[config.mk]
export PLATFORM = sky130hd
export DESIGN_NAME = load_align
export DESIGN_NICKNAME = d
export VERILOG_FILES = /design/src/lsu_pkg.sv /design/src/load_align.sv
export SDC_FILE = /design/constraint.sdc
export NUM_CORES = 1
export LEC_CHECK = 0
export BUFFER_PORTS_ARGS = -buffer_cell sky130_fd_sc_hd__buf_2
export CELL_PAD_IN_SITES_DETAIL_PLACEMENT = 1
export CELL_PAD_IN_SITES_GLOBAL_PLACEMENT = 1
export CORE_ASPECT_RATIO = 1.4
export CORE_MARGIN = 2
export CORE_UTILIZATION = 33
export DETAILED_ROUTE_END_ITERATION = 10
export GPL_TIMING_DRIVEN = 0
export PLACE_DENSITY_LB_ADDON = 0.1
export RECOVER_POWER = 100
export SLEW_MARGIN = 20
export SYNTH_ARGS = -nofsm -noshare
export SYNTH_HDL_FRONTEND = slang
export SYNTH_SLANG_ARGS = --single-unit
[constraint.sdc]
create_clock -name clk -period 0.8 [get_ports clk]
set_clock_uncertainty 0.2 [all_clocks]
set_input_delay 0.08 -clock clk [delete_from_list [all_inputs] [get_ports clk]]
set_output_delay 0.08 -clock clk [all_outputs]
set_load 0.01 [all_outputs]
[src/lsu_pkg.sv]
package lsu_pkg;

    ////////////////////
    // RISC-V load/store width codes.
    localparam logic [2:0] f3_byte   = 3'd0;
    localparam logic [2:0] f3_half   = 3'd1;
    localparam logic [2:0] f3_word   = 3'd2;
    localparam logic [2:0] f3_byte_u = 3'd4;
    localparam logic [2:0] f3_half_u = 3'd5;

    ////////////////////
    // AXI4 encodings.
    localparam logic [2:0] axi_size_byte = 3'd0;
    localparam logic [2:0] axi_size_half = 3'd1;
    localparam logic [2:0] axi_size_word = 3'd2;

    localparam logic [1:0] axi_burst_fixed = 2'b00;
    localparam logic [1:0] axi_burst_incr  = 2'b01;

    localparam logic [1:0] axi_resp_okay   = 2'b00;
    localparam logic [1:0] axi_resp_slverr = 2'b10;

    // Single beat, fixed ID.
    localparam logic [7:0] axi_len_single = 8'd0;
    localparam logic [3:0] axi_id_lsu     = 4'd0;

endpackage

[src/load_align.sv]
`timescale 1ns/1ns

module load_align import lsu_pkg::*; (
    input  logic        clk,
    input  logic        rst,
    input  logic        rsp_done,
    input  logic [31:0] rsp_data,
    input  logic        rsp_fault,
    input  logic        rsp_passthru,
    input  logic [1:0]  rsp_off,
    input  logic [2:0]  rsp_funct3,
    input  logic        rsp_signed,
    input  logic        out_ready,
    output logic        out_valid,
    output logic [31:0] load_data,
    output logic        access_fault,
    output logic        result_busy
);

    logic [31:0] shifted;
    logic [31:0] result;

    assign shifted = rsp_data >> {rsp_off, 3'b000};

    always_comb begin
        case (rsp_funct3)
            f3_byte, f3_byte_u: result = {{24{rsp_signed & shifted[7]}}, shifted[7:0]};
            f3_half, f3_half_u: result = {{16{rsp_signed & shifted[15]}}, shifted[15:0]};
            default:            result = shifted;
        endcase
        if (rsp_passthru) begin
            result = rsp_data;
        end else if (rsp_fault) begin
            result = '0;
        end
    end

    // Busy from the done pulse until writeback takes the result.
    assign result_busy = rsp_done || (out_valid && !out_ready);

    always_ff @(posedge clk or posedge rst) begin
        if (rst) begin
            out_valid    <= 1'b0;
            access_fault <= 1'b0;
        end else if (rsp_done) begin
            out_valid    <= 1'b1;
            access_fault <= rsp_fault;
        end else if (out_valid && out_ready) begin
            out_valid    <= 1'b0;
            access_fault <= 1'b0;
        end
    end

    always_ff @(posedge clk) begin
        if (rsp_done) begin
            load_data <= result;
        end
    end

endmodule

==> flow_metrics.py <==
metrics = {
    "logic_synthesis": {
        "netlist_area_um2": 1939,
        "synthDistinctLibCells": 30,
        "postSynth.topFlopCell": "sky130_fd_sc_hd__edfxtp_1",
        "ys_seq_elements": 34,
        "post_synth_and_or_nand_nor_area_fraction": 0.1032,
        "yosys_warnings": 0,
        "synth_compound_gate_area_share": 0.1961,
        "synth_enable_flop_cells": 32,
        "synth_top_family_by_area": "compound AO/OA/AOI/OAI gates",
        "post-synth-top-area-cell": "sky130_fd_sc_hd__edfxtp_1",
        "synth.top_cells.by_area": "sky130_fd_sc_hd__edfxtp_1 (50%), sky130_fd_sc_hd__mux4_2 (9.3%), sky130_fd_sc_hd__a221o_1 (4.6%)",
        "synth.cells.most_frequent": "sky130_fd_sc_hd__edfxtp_1 (32), sky130_fd_sc_hd__o21ai_0 (16), sky130_fd_sc_hd__nand2_1 (12)",
        "yosys.area_share.xor_xnor": 0,
        "synth_sequential_area_ratio": 0.5213,
        "async_reset_ff_frac": 0.05882,
        "synth.top_cell.area_share": 0.4955,
        "synth_mux_area_frac": 0.1348,
        "postSynthNetCount": 195,
        "netlist_instances": 151,
        "yosysMostFrequentCell": "sky130_fd_sc_hd__edfxtp_1",
        "yosys.area_share.adder": 0,
        "syn_area_per_cell_um2": 12.84,
    },
    "hold_path": {
        "holdCritPathClass": "in -> reg",
        "worst_hold_path.num_cells": 3,
    },
    "global_routing": {
        "grtUsageMet1": 0.2283,
        "globalRouteMet2Util": 0.3341,
        "globalRouteOverflowTotal": 0,
        "groute.usage.overall": 0.1921,
        "grt_pass1_vias": 1782,
        "global_route.peak_usage_layer": "met2",
        "maximum_number_of_pins_on_one_net_before_global_route_repair": 37,
        "grt_antenna_before_repair": 0,
        "first_pass_grt_wire_length_um": 9066,
        "grt_use_met3": 0.04052,
    },
    "timing": {
        "unrepaired_setup_endpoints_after_global_routing": "yes",
        "final.min_clock_period_ns": 1.499,
        "number_of_hold_violations_in_the_final_report": 34,
        "final.period_utilization": 1.873,
        "finalWorstSetupSlack_ns": -0.6988,
        "slew-limit-headroom": 0.6609,
        "report.final.setup_viol": 69,
        "slew_viol_final": 0,
        "timing_limited_maximum_frequency_mhz": 667.2,
        "final.hold.worst_slack_ns": -0.1309,
        "worst_pin_slew_ns": 0.5087,
    },
    "pwr": {
        "combPwrFrac": 0.242,
        "netSwitchingPower_uw": 1241,
        "leakage_uw": 0.001175,
        "pwr-share-seq": 0.483,
        "peakVddDrop_mv": 0.7627,
        "power-per-cell-area_nw_per_um2": 1646,
        "cellInternalPower_uw": 3262,
        "sw_frac_of_total": 0.2756,
        "clkPwrFrac": 0.275,
    },
    "finish": {
        "final_layout_size_suffix_gt1_frac": 0.5328,
        "fin_nets": 287,
        "n_antenna_cell": 0,
        "final_core_util": 0.4734,
        "multi_input_area_um2": 918.4,
        "layout-area-overhead-vs-synth_pct": 41.10,
        "fill_cells": 654,
        "area.sequential_um2": 1011,
    },
    "route": {
        "mean_number_of_vias_per_cell": 5.344,
        "drcViolationCount": 0,
        "per_cell_routed_wire_length_um": 18.70,
        "first_iter_violations": 98,
        "final_antenna_net_count": 0,
        "postRouteWirelength_um": 5873,
        "vias": 1678,
        "total_iterations_of_the_first_detailed_routing_run": 4,
    },
    "clocking": {
        "tritoncts": "done",
        "max-clock-path-buffers": 2,
        "ctsHoldBuffers": 1,
        "tritoncts.num_buffers": 5,
        "clock_insertion_delay_worst_skew_ns": 0.29,
        "cts.sinks": 34,
        "cts.root.buffer_cell": "sky130_fd_sc_hd__clkbuf_8",
        "h-tree-depth": 2,
        "clk_pin_slew_ns": 0.07,
    },
    "worst_setup_path": {
        "cp_slowest_stage_delay_ns": 0.52,
        "cp-end-kind": "register",
        "setup_slack_of_the_worst_register_to_register_path_ns": -0.29,
        "critical-path-top-delay-family": "multiplexers",
        "worst_setup_path_start_kind": "input port",
        "timing.critical_path.depth": 6,
        "cp.arrival_ns": 1.34,
        "timing.critical_path.to": "load_data[16]",
        "path_cells": "buf_8 > mux4_2 > nor2_4 > nor4_4 > buf_4 > a221o_1",
        "timing.critical_path.from": "rsp_data[31]",
        "worstPathBufferInverterCount": 2,
        "crit-reg2reg-launch": "out_valid",
        "cp_slowest_cell": "sky130_fd_sc_hd__mux4_2",
        "r2r_cells": 5,
        "path_max_fanout": 4,
        "reg2reg_to": "access_fault",
        "cp_data_required_time_ns": 0.64,
        "setup.worst_path.class": "in -> reg",
    },
    "floorplanning": {
        "fp.dieArea_um2": 6515,
        "io_pins": 79,
        "floorplan.core_area_um2": 5781,
        "placement_rows": 33,
        "vertical_die_dimension_um": 94.71,
        "initial_utilization": 0.3355,
        "chipWidth_um": 68.79,
    },
    "outcome": {
        "violated_checks": "hold timing, setup timing",
        "outcome": "finished, violations left",
    },
    "placement": {
        "routabilityCongestion": 0.8015,
        "dp_hpwl_um": 4237,
        "pre_cts_ws_ns": -1.164,
        "place.port_buffers": 74,
    },
    "flow_run": {
        "max_cap_violations": 0,
    },
}
## final cells by class
| type | instances | share of cell area |
|---|---|---|
| clock buffer | 5 | 0.02515 |
| tap | 70 | 0.03201 |
| multi-input combinational | 102 | 0.3356 |
| inverter | 2 | 0.002743 |
| clock inverter | 3 | 0.005944 |
| sequential | 34 | 0.3695 |
| buffer | 10 | 0.03887 |
| timing repair buffer | 88 | 0.1902 |
## registers in the layout, indices dropped and copies added, names as in the netlist
| register | flops |
|---|---|
| out_valid | 1 |
| access_fault | 1 |
| load_data | 32 |
## power by group through the flow
| stage | Clock [uW] | Combinational [uW] | Sequential, uW |
|---|---|---|---|
| floorplan | 0 | 425 | 2310 |
| global placement | 0 | 934 | 2210 |
| detailed placement | 0 | 961 | 2220 |
| CTS | 1280 | 1090 | 2180 |
| global route | 1360 | 1180 | 2190 |
| finish | 1240 | 1090 | 2180 |
## layer usage
layer | part of all wire | up-vias
met5 | 0 | -
met4 | 0.015 | 0
met3 | 0.060 | 8
met2 | 0.52 | 69
met1 | 0.40 | 815
li1 | - | 786
## timing repair
item / in CTS / in global routing
pin swaps: 9 / 5
setup endpoints to repair: 101 / 69
hold endpoints to repair: 36 / 33
resized for setup: 29 / 6
gates cloned: 1 / 0
buffers inserted: 10 / 2
## through the flow
step | std cells | instance area, um2 | total power [uW] | setup TNS [ns]
6_report | 314 | 2736 | 4503 | -27.14
5_1_grt | 314 | 2736 | 4730 | -29.32
4_1_cts | 313 | 2715 | 4548 | -27.85
3_5_place_dp | 295 | 2429 | 3179 | -49.09
3_3_place_gp | 295 | 2429 | 3143 | -46.37
2_1_floorplan | 151 | 1971 | 2737 | -25.25
## layout by cell type, fill, tap and decap left out, drive strengths merged, types with 8 or more instances in the layout
cell and instances:
mux4 8, a22o 8, a221o 9, a21o 11, edfxtp 32, o21ai 16, nand2 12, clkbuf 10
buf 92
## worst min path at each step
stage                       from  slack [ns]            end
finish                 rsp_fault       -0.13   access_fault
global route        rsp_data[31]       -0.11  load_data[31]
CTS                 rsp_data[31]       -0.13  load_data[31]
detailed placement           rst       -0.26      out_valid
global placement             rst       -0.27   access_fault
floorplan                    rst       -0.38   access_fault
## kinds of logic after synthesis
group | Yosys count
mux | 16
buf+inv | 15
simple gates | 33
flops | 34
compound gates | 53
## worst register-to-register path, cell delays in order (launching register included)
cell and delay, ns:
sky130_fd_sc_hd__dfrtp_1 0.40, sky130_fd_sc_hd__buf_6 0.13, sky130_fd_sc_hd__buf_6 0.11, sky130_fd_sc_hd__nand2_4 0.05
sky130_fd_sc_hd__nand2_2 0.04, sky130_fd_sc_hd__o21ai_1 0.10
No activity file was read; power rests on OpenSTA's default activity.
