$ cat src/lsu_pkg.sv
package lsu_pkg;

    ////////////////////
    // RISC-V load/store width codes.
    localparam logic [2:0] f3_byte   = 3'd0;
    localparam logic [2:0] f3_half   = 3'd1;
    localparam logic [2:0] f3_word   = 3'd2;
    localparam logic [2:0] f3_byte_u = 3'd4;
    localparam logic [2:0] f3_half_u = 3'd5;

    ////////////////////
    // AXI4 encodings.
    localparam logic [2:0] axi_size_byte = 3'd0;
    localparam logic [2:0] axi_size_half = 3'd1;
    localparam logic [2:0] axi_size_word = 3'd2;

    localparam logic [1:0] axi_burst_fixed = 2'b00;
    localparam logic [1:0] axi_burst_incr  = 2'b01;

    localparam logic [1:0] axi_resp_okay   = 2'b00;
    localparam logic [1:0] axi_resp_slverr = 2'b10;

    // Single beat, fixed ID.
    localparam logic [7:0] axi_len_single = 8'd0;
    localparam logic [3:0] axi_id_lsu     = 4'd0;

endpackage

$ cat src/lsu_axi_master.sv
`timescale 1ns/1ns

module lsu_axi_master import lsu_pkg::*; #(
    parameter logic [31:0] sram_base  = 32'hA000_0000,
    parameter int          sram_words = 256
) (
    input  logic        clk,
    input  logic        rst,
    input  logic        in_valid,
    output logic        in_ready,
    input  logic        is_load,
    input  logic        is_store,
    input  logic [31:0] addr,
    input  logic [2:0]  axi_size,
    input  logic [3:0]  wstrb,
    input  logic [31:0] wdata,
    input  logic        load_signed,
    input  logic [2:0]  funct3,
    input  logic        result_busy,

    output logic        awvalid,
    input  logic        awready,
    output logic [31:0] awaddr,
    output logic [3:0]  awid,
    output logic [7:0]  awlen,
    output logic [2:0]  awsize,
    output logic [1:0]  awburst,
    output logic        wvalid,
    input  logic        wready,
    output logic [31:0] wdata_o,
    output logic [3:0]  wstrb_o,
    output logic        wlast,
    input  logic        bvalid,
    output logic        bready,
    input  logic [1:0]  bresp,
    input  logic [3:0]  bid,

    output logic        arvalid,
    input  logic        arready,
    output logic [31:0] araddr,
    output logic [3:0]  arid,
    output logic [7:0]  arlen,
    output logic [2:0]  arsize,
    output logic [1:0]  arburst,
    input  logic        rvalid,
    output logic        rready,
    input  logic [1:0]  rresp,
    input  logic [31:0] rdata,
    input  logic        rlast,
    input  logic [3:0]  rid,

    output logic        rsp_done,
    output logic [31:0] rsp_data,
    output logic        rsp_fault,
    output logic        rsp_passthru,
    output logic [1:0]  rsp_off,
    output logic [2:0]  rsp_funct3,
    output logic        rsp_signed
);

    localparam logic [31:0] sram_bytes = 32'(sram_words) << 2;

    typedef enum logic {st_idle, st_busy} state_t;

    state_t      state;
    logic        accept;
    logic [31:0] win_off;
    logic [1:0]  burst;

    assign in_ready = (state == st_idle) && !result_busy;
    assign accept   = in_valid && in_ready;

    // INCR inside the SRAM window, FIXED for device space.
    assign win_off = addr - sram_base;
    assign burst   = (win_off < sram_bytes) ? axi_burst_incr : axi_burst_fixed;

    assign awid  = axi_id_lsu;
    assign awlen = axi_len_single;
    assign wlast = 1'b1;
    assign arid  = axi_id_lsu;
    assign arlen = axi_len_single;

    ////////////////////
    // Transaction FSM.
    always_ff @(posedge clk or posedge rst) begin
        if (rst) begin
            state    <= st_idle;
            awvalid  <= 1'b0;
            wvalid   <= 1'b0;
            bready   <= 1'b0;
            arvalid  <= 1'b0;
            rready   <= 1'b0;
            rsp_done <= 1'b0;
        end else begin
            rsp_done <= 1'b0;
            case (state)
                st_idle: begin
                    if (accept && is_load) begin
                        arvalid <= 1'b1;
                        rready  <= 1'b1;
                        state   <= st_busy;
                    end else if (accept && is_store) begin
                        awvalid <= 1'b1;
                        wvalid  <= 1'b1;
                        bready  <= 1'b1;
                        state   <= st_busy;
                    end else if (accept) begin
                        rsp_done <= 1'b1;
                    end
                end
                st_busy: begin
                    if (arvalid && arready) begin
                        arvalid <= 1'b0;
                    end
                    if (awvalid && awready) begin
                        awvalid <= 1'b0;
                    end
                    if (wvalid && wready) begin
                        wvalid <= 1'b0;
                    end
                    if ((rvalid && rready) || (bvalid && bready)) begin
                        rready   <= 1'b0;
                        bready   <= 1'b0;
                        rsp_done <= 1'b1;
                        state    <= st_idle;
                    end
                end
                default: state <= st_idle;
            endcase
        end
    end

    ////////////////////
    // Request and response payload.
    always_ff @(posedge clk) begin
        if (accept) begin
            araddr       <= addr;
            arsize       <= axi_size;
            arburst      <= burst;
            awaddr       <= addr;
            awsize       <= axi_size;
            awburst      <= burst;
            wdata_o      <= wdata;
            wstrb_o      <= wstrb;
            rsp_off      <= addr[1:0];
            rsp_funct3   <= funct3;
            rsp_signed   <= load_signed;
            rsp_passthru <= !(is_load || is_store);
            rsp_data     <= addr;
            rsp_fault    <= 1'b0;
        end
        // A wrong ID or a missing last beat counts as a bus error too.
        if (rvalid && rready) begin
            rsp_data  <= rdata;
            rsp_fault <= (rresp != axi_resp_okay) || (rid != axi_id_lsu) || !rlast;
        end
        if (bvalid && bready) begin
            rsp_data  <= '0;
            rsp_fault <= (bresp != axi_resp_okay) || (bid != axi_id_lsu);
        end
    end

endmodule

$ cat config.mk
export PLATFORM = sky130hd
export DESIGN_NAME = lsu_axi_master
export DESIGN_NICKNAME = d
export VERILOG_FILES = /design/src/lsu_pkg.sv /design/src/lsu_axi_master.sv
export SDC_FILE = /design/constraint.sdc
export NUM_CORES = 1
export LEC_CHECK = 0
export BUFFER_PORTS_ARGS = -buffer_cell sky130_fd_sc_hd__clkbuf_2
export CAP_MARGIN = 25
export CORE_AREA = 4 4 120 122
export DETAILED_ROUTE_END_ITERATION = 16
export DIE_AREA = 0 0 124 126
export PLACE_DENSITY = 0.68
export SLEW_MARGIN = 20
export SYNTH_ARGS = -nofsm -noshare
export SYNTH_HDL_FRONTEND = slang
export SYNTH_SLANG_ARGS = --single-unit
$ cat constraint.sdc
create_clock -name clk -period 3.3 [get_ports clk]
set_clock_uncertainty 0.2 [all_clocks]
set_input_delay 0.495 -clock clk [delete_from_list [all_inputs] [get_ports clk]]
set_output_delay 0.495 -clock clk [all_outputs]
set_load 0.005 [all_outputs]
==> results_dict.tcl <==
set metrics [dict create \
    status "complete, no violations" \
    syn_inst 376 \
    gp_congestion 0.825 \
    cts-hold-fix-buffers 1 \
    vias_per_cell 4.65 \
    grt_pass1_wl_mm 20.6 \
    post_cts_buffers 0 \
    cts.sinks 117 \
    grt_usage_pct 17.6 \
    cpLargestDelayFamily "simple AND/OR/NAND/NOR gates" \
    hold_viol_final 0 \
    max_cap_violations 0 \
    min_path_type "input pin to register" \
    synth_top_area_share_pct 50.7 \
    dieArea_um2 15600 \
    cts_tree "yes" \
    postRouteAntennaNets 0 \
    start_kind "register" \
    port_buffers 285 \
    ys.flop_type "edfxtp_1" \
    grt_use_met1_pct 18.4 \
    slew_violations 0 \
    wire_per_inst_um 17.4 \
    die_y_um 126 \
    ys_seq_area_share_pct 68.3 \
    antenna_found_initial 0 \
    grt_max_degree 73 \
    dp_hpwl_mm 11.0 \
    io_pins 313 \
    die_x_um 124 \
    cts_root_buf "clkbuf_16" \
    crit_required_ns 3.42 \
    endpoint_kind "register" \
    max_freq_ghz 0.478 \
    utilization_pct 48.6 \
    timing.final.crit_period_ns 2.09 \
    peakVddDrop_v 0.000361 \
    met3_usage_pct 6.23 \
    row_count 42 \
    drt-total-wl_mm 14.2 \
    drtPass1Iterations 6 \
    synth_edf_count 78 \
    worstSkewPairLatency_ns 0.40 \
    setup_viol 0 \
    p_per_area_nw_per_um2 792 \
    first_iter_violations 232 \
    leakage_nw 3.00 \
    crit_chain "or3b_1, inv_4, buf_4, nand2_1, a31oi_1" \
    initial_utilization_pct 35.0 \
    slowest_stage "dfrtp_1" \
    grt_pass1_vias 3859 \
    cp.arrival_ns 2.21 \
    fin_area_um2 6420 \
    netlist_area_um2 4620 \
    rsz0062_at_grt "false" \
    core_area_um2 13200 \
    cts_resized 0 \
    final.setup.tns_ns 0 \
    rrSetupSlack_ns 1.21 \
    maxSlewHeadroom_pct 53.0 \
    diodes 0 \
    path_class "register to register" \
    cts.clk_slew.worst_paths_ns 0.06 \
    synth_largest_area_cell "edfxtp_1" \
    post-synth-top-count-cell "edfxtp_1" \
    async_flop_share_pct 5.98 \
    synth_area_leaders "edfxtp_1 (51%), dfxtp_1 (14%), buf_4 (11%)" \
    ys_types 31 \
    busiest_layer "met2" \
    dp_slack_ns 1.14 \
    n_fill_cell 1210 \
    cts.path.max_buffers 2 \
    final_nets 759 \
    numCtsBuffers 17 \
    dpl_cell_area_um2 5820 \
    area_growth_pct 38.9 \
    drive_above_1_share_pct 50.0 \
    ys_warn_count 0 \
    path_buf_inv 2 \
    grt.met2_usage_pct 31.5 \
    fin_crit_sh_pct 63.4 \
    syn_avg_cell_area_um2 12.3 \
    synth_seq_cells 117 \
    cts-htree-levels 4 \
    synthTopCellsByCount "edfxtp_1 (78), nand2_1 (69), buf_4 (65)" \
    dr_total_vias 3795 \
    max_stage_delay_ns 0.47 \
    tightest_slew_ns 0.703 \
    crit_fanout 42 \
    finalWorstSetupSlack_ns 1.21 \
    route.detailed.drc 0 \
    grt_overflow_total 0 \
]
==> layout by cell type, fill, tap and decap left out, drive strengths merged <==
cell type      n
nor2           4
nor4b          2
dfrtp          7
nor3           2
a31oi         32
clkinvlp       3
a21boi         1
dfxtp         32
clkinv         7
nand4          1
clkbuf       303
ha             1
o22ai          2
nand2         69
edfxtp        78
xor2           1
a22o           1
buf            5
a21o           1
inv            6
nand3          3
a21oi          8
nor4           3
or4b           1
bufinv         3
dlygate4sd3    1
o21ai         33
conb          27
or4            1
nor2b          1
or3b           1
==> metal layers <==
| metal | vias to the layer above | part of all wire (%) |
|---|---|---|
| met5 | - | 0 |
| met4 | 0 | 2.6 |
| met3 | 25 | 10 |
| met2 | 251 | 51 |
| met1 | 1776 | 36 |
| li1 | 1743 | - |
==> power by group <==
part | switching, mW | internal [mW] | total [mW] | leakage, nW
Combinational | 0.624 | 0.493 | 1.12 | 1.64
Clock | 0.638 | 1.18 | 1.82 | 0.279
Sequential | 0.200 | 1.95 | 2.15 | 1.08
Total | 1.46 | 3.62 | 5.08 | 3.00
==> state kept, by name (all words and copies together) (netlist names) <==
register and cells:
arsize 3, awvalid 1, rsp_done 1, rready 1, wdata_o 32, state 1, rsp_fault 1, arvalid 1
rsp_data 32, rsp_signed 1, rsp_passthru 1, bready 1, rsp_funct3 3, araddr 32, arburst 1, wvalid 1
wstrb_o 4
==> final cells by class <==
type	count	area (um^2)	share of cell area (%)
Multi-Input combinational cell	195	941	14.7
Timing Repair Buffer	291	1490	23.2
Clock buffer	18	429	6.69
Clock inverter	14	160	2.50
Tap cell	176	220	3.43
Inverter	5	21.3	0.332
Sequential cell	117	3160	49.2
==> worst paths after layout <==
kind	startpoint	end	cells past startpoint
worst min-delay path	wdata[0]	wdata_o[0]	1
worst max register to register	state	rsp_data[18]	5
min in group asynchronous	rst	awvalid	3
worst min register to register	rsp_data[25]	rsp_data[25]	2
max in group asynchronous	rst	bready	3
worst max-delay path	state	rsp_data[18]	5
==> per-stage QoR <==
stage / hold slack (ns) / cells / power, mW
after floorplan: 0.0984 / 401 / 2.75
after global placement: 0.217 / 783 / 3.25
after detailed placement: 0.232 / 783 / 3.30
after CTS: 0.0440 / 816 / 5.14
after global routing: 0.0376 / 816 / 5.37
final: 0.0649 / 816 / 5.08
==> cells by family after synthesis <==
kind of cell | share of synthesized area, %
DFF | 68.3
buffers and inverters | 13.4
and+or+nand+nor | 8.10
AOI/OAI and AO/OA | 9.56
other | 0.163
xor gates and xnor gates | 0.190
adders and majority gates | 0.271
Power figures use the tool's default switching activity.
