===== config.mk =====
export PLATFORM = sky130hd
export DESIGN_NAME = mem_op_decode
export DESIGN_NICKNAME = d
export VERILOG_FILES = /design/src/lsu_pkg.sv /design/src/mem_op_decode.sv
export SDC_FILE = /design/constraint.sdc
export NUM_CORES = 1
export LEC_CHECK = 0
export BUFFER_PORTS_ARGS = -buffer_cell sky130_fd_sc_hd__buf_2
export CORE_UTILIZATION = 30
export DETAILED_ROUTE_END_ITERATION = 7
export PLACE_DENSITY = 0.79
export SYNTH_ARGS = -nofsm -noshare
export SYNTH_HDL_FRONTEND = slang
export SYNTH_SLANG_ARGS = --single-unit

===== constraint.sdc =====
create_clock -name vclk -period 1.1
set_input_delay 0.22 -clock vclk [all_inputs]
set_output_delay 0.22 -clock vclk [all_outputs]
set_load 0.03 [all_outputs]

===== src/lsu_pkg.sv =====
package lsu_pkg;

    ////////////////////
    // RISC-V load/store width codes.
    localparam logic [2:0] f3_byte   = 3'd0;
    localparam logic [2:0] f3_half   = 3'd1;
    localparam logic [2:0] f3_word   = 3'd2;
    localparam logic [2:0] f3_byte_u = 3'd4;
    localparam logic [2:0] f3_half_u = 3'd5;

    ////////////////////
    // AXI4 encodings.
    localparam logic [2:0] axi_size_byte = 3'd0;
    localparam logic [2:0] axi_size_half = 3'd1;
    localparam logic [2:0] axi_size_word = 3'd2;

    localparam logic [1:0] axi_burst_fixed = 2'b00;
    localparam logic [1:0] axi_burst_incr  = 2'b01;

    localparam logic [1:0] axi_resp_okay   = 2'b00;
    localparam logic [1:0] axi_resp_slverr = 2'b10;

    // Single beat, fixed ID.
    localparam logic [7:0] axi_len_single = 8'd0;
    localparam logic [3:0] axi_id_lsu     = 4'd0;

endpackage


===== src/mem_op_decode.sv =====
`timescale 1ns/1ns

module mem_op_decode import lsu_pkg::*; (
    input  logic [2:0]  funct3,
    input  logic [1:0]  addr_off,
    input  logic [31:0] store_data,
    output logic [2:0]  axi_size,
    output logic [3:0]  wstrb,
    output logic [31:0] wdata,
    output logic        load_signed
);

    logic [3:0] base_mask;

    always_comb begin
        case (funct3)
            f3_byte, f3_byte_u: begin
                axi_size  = axi_size_byte;
                base_mask = 4'b0001;
            end
            f3_half, f3_half_u: begin
                axi_size  = axi_size_half;
                base_mask = 4'b0011;
            end
            f3_word: begin
                axi_size  = axi_size_word;
                base_mask = 4'b1111;
            end
            default: begin
                axi_size  = axi_size_word;
                base_mask = 4'b1111;
            end
        endcase
    end

    // Lane placement follows the low address bits.
    assign wstrb = base_mask << addr_off;
    assign wdata = store_data << {addr_off, 3'b000};

    assign load_signed = !((funct3 == f3_byte_u) || (funct3 == f3_half_u));

endmodule


==> metrics.txt, run 1 <==
first-pass GRT wire length about 5.4 mm; VDD IR-drop max between 0.0005 and 0.0006 V; Inserted Diodes 0; drt drc 0; syn nets ~110; Mean Syn Cell Area 7.69 sq um; Mapped Cells 77; Nets 200; DP Area 1110 sq um; Logic pwr share 100.0%; Critical Path End Type output port; RD Place Congestion 0.621; max cap viols 0; core footprint roughly 1800 sq um; failing checks setup timing; Buf/Inv on CP 3; Slew Viols, Final 0; CP required just under 0.9 ns; final setup violation count 36; detailed placer's ending HPWL 1.72 mm; RSZ-0062 raised after global routing yes; layout cell share with drive strength beyond 1 between 80% and 90%; antenna-violating nets left 0; CP delay by family, top buffers and inverters; startpoint types input port; routed wire length 4.31 mm; Yosys warning count 0; final hold violation count 0; fin crit period between 1 and 1.5 ns; switch share 54.2%; fin crit share 119%; Critical Path Start addr_off[1]; post-route cell area 1710 sq um; hold slack 0.776 ns; largest net degree at the start of global routing 13; Wirelength per Cell between 20 and 25 um; Via Count 1,080; Fmax 762 MHz; HP Start funct3[2]; max incr delay on CP 0.22 ns; count of port buffers added during placement 76; Internal 0.474 mW; Die H 46.4 um; Synth Cell Area 592 sq um; row count 15; worst-path cell chain buf_12 -> buf_12 -> mux2i_4 -> mux2i_2 -> buf_6; vias in the first global route 999; Filler Cell Count 42; clock buffer count 0; Clock power frac 0%; total grt overflow 0; CP Data Arrival Time about 1.1 ns; sequential power share 0%; Slowest cell on crit path mux2i_2; FFs & Latches 0; register area 0 sq um; Tot Pwr 1.03 mW; CP Max Fanout 7; Die Wd 46.4 um; type of the most critical hold path in -> out; register area share after synthesis 0%; vias per cell between 5 and 6; Area Overhead vs Synth 188%; initial drt markers 27; outcome complete, but fails checks; net switching power between 0.5 and 0.6 mW; Most common cell on crit path buf_12; Initial Utilization 33.2%; power density over the cells a little over 600 nW/um^2; Final WS setup -0.212 ns; antenna violations before repair 0; first-pass iteration count of the detailed router 4; Setup CP Type in -> out; I/O pin count 77; gr usage total 35.7%; Leakage 0.767 nW; number of buffers inserted by hold repair at cts 0; number of distinct library cells after synthesis 18; die area 2150 sq um
-- placed cells by master (no fill, tap or decap), drive strengths merged --
| master | instances |
|---|---|
| a211oi | 1 |
| nor2 | 11 |
| o22ai | 1 |
| buf | 92 |
| nor2b | 2 |
| nand2 | 1 |
| mux2i | 32 |
| o21ai | 1 |
| conb | 1 |
| a21oi | 1 |
| nand2b | 2 |
| nor3 | 1 |
| o2bb2ai | 7 |
| and2 | 8 |
-- final timing paths --
| path | end | slack [ns] | depth (start not counted) |
|---|---|---|---|
| worst min-delay path | load_signed | 0.78 | 3 |
| worst max-delay path | wdata[29] | -0.21 | 5 |
-- per-stage QoR --
step | setup WS [ns] | setup TNS, ns | util, % | cells
final | -0.212 | -3.66 | 95.7 | 186
after CTS | -0.159 | -2.75 | 90.4 | 184
after floorplan | -0.136 | -1.44 | - | 77
after detailed placement | -0.277 | -6.57 | 62.2 | 178
after global placement | -0.210 | -5.69 | 62.2 | 178
after global routing | -0.230 | -4.25 | 95.7 | 186
-- metal layers --
layer  routed length [um]  global-route usage, %  vias to the layer above  part of all wire, %
met5                    0                      0                        -                    0
met4                  203                   12.4                        0                  4.7
met3                  421                   9.02                       22                  9.8
met2                 2110                   58.6                       94                   49
met1                 1580                   44.6                      512                   37
li1                     -                      -                      452                    -
-- synth_stat cells --
library cell	n	area, sq um
mux2i_1	32	320
and2_1	8	50.1
o21ai_0	1	5.00
nand2_1	1	3.75
buf_4	5	37.5
buf_1	1	3.75
nor2b_1	2	12.5
o22ai_1	1	6.26
buf_2	1	5.00
buf_6	1	11.3
o2bb2ai_1	7	61.3
conb_1	1	3.75
a21oi_1	1	5.00
nor3_1	1	5.00
a211oi_1	1	7.51
clkbuf_1	1	3.75
nand2b_1	2	12.5
nor2_1	10	37.5
-- kinds of logic (layout without fill, tap and decap cells) --
group | Yosys count | count (layout) | synth area share (%)
simple gates | 24 | 25 | 20.5
other cells | 1 | 1 | 0.634
compound gates | 11 | 11 | 14.4
buf+inv | 9 | 92 | 10.4
mux | 32 | 32 | 54.1
-- cell type report --
cell class	count	area (sq um)	share of cell area (%)
tap	25	31.3	1.83
multi-input combinational	69	845	49.5
timing repair buffer	92	831	48.7
-- power groups by stage --
stage / Clock, mW / Combinational (mW) / Sequential, mW
final: 0 / 1.03 / 0
after floorplan: 0 / 0.448 / 0
after global placement: 0 / 0.653 / 0
after CTS: 0 / 0.928 / 0
after global routing: 0 / 1.07 / 0
after detailed placement: 0 / 0.667 / 0
-- timing repair --
action,4_1_cts,5_1_grt
pin swaps,12,9
cloned,4,0
setup endpoints to repair,36,34
gates resized for setup,110,20
buffers inserted,2,3
(Power assumes the default switching activity.)
==> run 2: changes to the inputs <==
--- a/config.mk
+++ b/config.mk
@@ -5,10 +5,13 @@
 export SDC_FILE = /design/constraint.sdc
 export NUM_CORES = 1
 export LEC_CHECK = 0
+export ABC_AREA = 1
+export ABC_CLOCK_PERIOD_IN_PS = 1100
 export BUFFER_PORTS_ARGS = -buffer_cell sky130_fd_sc_hd__buf_2
+export CORE_ASPECT_RATIO = 2
 export CORE_UTILIZATION = 30
 export DETAILED_ROUTE_END_ITERATION = 7
-export PLACE_DENSITY = 0.79
+export PLACE_DENSITY = 0.71
 export SYNTH_ARGS = -nofsm -noshare
 export SYNTH_HDL_FRONTEND = slang
 export SYNTH_SLANG_ARGS = --single-unit
==> metrics.txt, run 2 <==
register area 0 sq um; Buf/Inv on CP 3; top post-synthesis cells by area nand2_1 38%, inv_1 17%, nand3_1 15%; most frequent cells in the layout 70 x nand2_1, 44 x buf_2, 35 x inv_1, 25 x buf_6, 24 x nand3_1; CP delay by family, top buffers and inverters; number of distinct library cells after synthesis 15; vias in the first global route 1,029; drt drc 0; Leakage a little under 1 nW; core footprint 2410 sq um; Final WS setup -0.0268 ns; RSZ-0062 raised after global routing yes; Setup CP Type in -> out; Nets 297; most common cell in the netlist nand2_1; detailed placer's ending HPWL 2.17 mm; highest routing layer actually used met3; routed wire length around 2.9 mm; first-pass iteration count of the detailed router 4; largest net degree at the start of global routing 15; Commonest cells post-synth 79 x nand2_1, 35 x inv_1, 24 x nand3_1, 20 x nor2_1, 5 x nand2_2; vias per cell about 4.5; most common cell after layout, fill and taps aside nand2_1; max incr delay on CP 0.18 ns; FFs & Latches 0; antenna-violating nets left 0; setup_tns -0.0898 ns; antenna violations before repair 0; top cell type's share of synthesized area 38.0%; cell taking the most area after synthesis nand2_1; Slew Viols, Final 0; first-pass GRT wire length 3.92 mm; VDD IR-drop max 0.000300 V; outcome complete, but fails checks; die area 2820 sq um; CP required about 0.88 ns; hold slack around 0.7 ns; Placed Cells incl. Taps 283; CP Max Fanout 11; fin crit share 102%; Area Overhead vs Synth 88.5%; row count 25; met2 routed WL roughly 1.8 mm; Mean Syn Cell Area about 4.4 sq um; startpoint types input port; worst-path cell chain buf_12 -> buf_8 -> nand2_2 -> nand2_1 -> nor2_1 -> buf_4; CP Data Arrival Time 0.91 ns; Inserted Diodes 0; setup slack at placement -0.161 ns; Final Core Density 61.1%; layout cell share with drive strength beyond 1 roughly 44%; Mapped Cells 179; Finished Layout Cells 285; I/O pin count 77; Die H between 70 and 80 um; Fmax 887 MHz; count of port buffers added during placement between 70 and 80; fin crit period 1.13 ns; Initial Utilization between 30 and 40%; failing checks setup timing; Yosys warning count 0; Die Wd about 38 um; number of buffers inserted by hold repair at cts 0; total grt overflow 0; Synth Cell Area 781 sq um; gr usage total 17.9%; Met1 Routed Length 975 um; syn nets 216; initial drt markers 42; RD Place Congestion 0.847; power density over the cells around 560 nW/um^2; clock buffer count 0; Critical Path End Type output port; max cap viols 0; DR WL met3 ~120 um; type of the most critical hold path in -> out; Slowest cell on crit path buf_4; final hold violation count 0; Wirelength per Cell 10.1 um; Via Count 1,279; register area share after synthesis 0%; final setup violation count 6
## run 2: cell types whose count changed in the layout (fill, tap and decap cells not counted), moves of 8 or more
cell     before  now
and2_4        8    0
nand2_2       0   13
nand3_1       0   24
inv_1         0   35
nand2_1       1   70
mux2i_4      10    0
nor2_1        2   15
mux2i_2      13    0
mux2i_1       9    0
## run 2: stage by stage
step	instance area (sq um)	power [mW]
finish	1470	0.824
global route	1470	0.882
CTS	1360	0.757
detailed placement	1200	0.665
global placement	1200	0.664
floorplan	788	0.463
## run 2: worst paths after layout
kind / startpoint / to / slack (ns) / cells past startpoint
hold / removal: funct3[2] / load_signed / 0.72 / 3
setup / recovery: addr_off[0] / wdata[10] / -0.03 / 6
## run 2: logic make-up (layout without fill, tap and decap cells)
logic type | after synthesis | after routing | synth area share [%]
AOI/OAI and AO/OA | 1 | 1 | 1.44
buffers and inverters | 47 | 126 | 29.0
other | 1 | 1 | 0.480
and+or+nand+nor | 130 | 130 | 69.1
## run 2: layout make-up
cell class	instances	area [sq um]
Fill cell	234	937
Timing Repair Buffer	89	679
Multi-Input combinational cell	132	604
Inverter	37	154
Tap cell	27	33.8
## run 2: per-layer routing
layer / vias to the layer above / GRT usage [%]
met5: - / 0
li1: 679 / -
met1: 557 / 17.6
met2: 43 / 39.2
met3: 0 / 0
met4: 0 / 0.794
## run 2: what timing repair did
item	in CTS	in global routing
pin swaps	5	12
buffers inserted	0	0
resized for setup	49	41
endpoints found under the setup margin	35	30
gates cloned	2	0
## run 2: where the power goes
| group | internal, mW | total (mW) | switching [mW] |
|---|---|---|---|
| combinational | 0.339 | 0.824 | 0.485 |
| clock | 0 | 0 | 0 |
| sequential | 0 | 0 | 0 |
| total | 0.339 | 0.824 | 0.485 |
==> run 3: changes to the inputs <==
--- a/config.mk
+++ b/config.mk
@@ -8,7 +8,7 @@
 export ABC_AREA = 1
 export ABC_CLOCK_PERIOD_IN_PS = 1100
 export BUFFER_PORTS_ARGS = -buffer_cell sky130_fd_sc_hd__buf_2
-export CORE_ASPECT_RATIO = 2
+export CORE_ASPECT_RATIO = 1.5
 export CORE_UTILIZATION = 30
 export DETAILED_ROUTE_END_ITERATION = 7
 export PLACE_DENSITY = 0.71
==> metrics.txt, run 3 (same netlist as run 2, synthesis figures left out) <==
count of port buffers added during placement 76; CP required 0.88 ns; RSZ-0062 raised after global routing yes; row count 22; type of the most critical hold path in -> out; Die H 64.5 um; drt drc 4; Filler Cell Count 255; Tot Pwr approximately 0.83 mW; failing checks DRC, setup timing; Multi-input gate area 614 sq um; met3 usage less than 1%; VDD IR-drop max 0.000278 V; gr usage total 18.1%; Slew Viols, Final 0; Leakage 0.994 nW; first-pass GRT wire length 4.17 mm; Via Count about 1,300; fin crit share 103%; largest net degree at the start of global routing 14; vias in the first global route 1,032; Die Wd 43.7 um; gr busiest metal met2; M2 GR Usage 36.9%; RD Place Congestion 0.789; Inserted Diodes 0; most frequent cells in the layout 69 x nand2_1, 46 x buf_2, 35 x inv_1, 24 x nand3_1, 20 x buf_6; Final WS setup -0.0299 ns; initial drt markers 31; Nets 295; vias per cell around 4.5; fin crit period between 1 and 1.5 ns; CP Max Fanout 7; die area 2810 sq um; hold slack 0.721 ns; FFs & Latches 0; antenna-violating nets left 0; Critical Path End Type output port; Setup CP Type in -> out; antenna violations before repair 0; final setup violation count 9; CP Data Arrival Time 0.91 ns; Wirelength per Cell 10.2 um; layout cell share with drive strength beyond 1 between 40% and 50%; outcome complete, but fails checks; first-pass iteration count of the detailed router 6; core footprint ~2400 sq um; final hold violation count 0; I/O pin count 77; routed wire length 2.87 mm; GR Util met1 20.7%; Area Overhead vs Synth 90.4%; max cap viols 0; detailed placer's ending HPWL 2.02 mm; register area 0 sq um; most common cell after layout, fill and taps aside nand2_1; clock buffer count 0; power density over the cells about 560 nW/um^2; Initial Utilization 31.9%; startpoint types input port; Fmax 885 MHz; total grt overflow 0
==> run 3: changes by cell type in the layout (fill, tap and decap cells not counted), sizes merged <==
cell / delta
buf: -1
clkbuf: -1
==> run 3: metrics by stage <==
step	instance area, sq um	TNS, ns	utilization, %	worst slack [ns]	std cells
floorplan	788	-0.964	-	-0.0723	179
detailed placement	1180	-5.31	48.3	-0.206	277
global placement	1180	-5.08	48.3	-0.190	277
finish	1490	-0.125	60.7	-0.0299	280
global route	1490	-0.959	60.7	-0.0766	280
CTS	1390	-0.0669	56.8	-0.0120	279
==> run 3: routing by layer <==
layer  vias to the layer above  share of wire [%]
met4                         0                  0
met5                         -                  0
met2                        49                 56
met1                       549                 38
met3                         0                6.1
li1                        671                  -
==> run 3: where the power goes <==
| group | internal [mW] | leakage (nW) | switching, mW |
|---|---|---|---|
| sequential | 0 | 0 | 0 |
| combinational | 0.345 | 0.994 | 0.490 |
| clock | 0 | 0 | 0 |
| total | 0.345 | 0.994 | 0.490 |
==> run 3: layout make-up <==
cell class | count | share of cell area [%]
inverter | 37 | 10.2
multi-input combinational | 132 | 41.3
tap | 24 | 2.02
timing repair buffer | 87 | 46.5
==> run 3: worst paths after layout <==
check	from	to	slack (ns)	depth (start not counted)
setup / recovery	addr_off[0]	wdata[10]	-0.03	7
hold / removal	funct3[2]	load_signed	0.72	3
==> run 3: repair_timing <==
item                       4_1_cts  5_1_grt
hold buffers                     0        0
setup endpoints to repair       35       29
setup buffers                    1        0
pin swaps                        4       15
resized for setup               58       25
cloned                           1        1
==> run 3: worst max-delay path, stage by stage <==
cell and delay (ns):
buf_12 0.11, inv_8 0.05, buf_12 0.13, nand2_4 0.05, nand2_1 0.04, nor2_1 0.12
buf_4 0.18
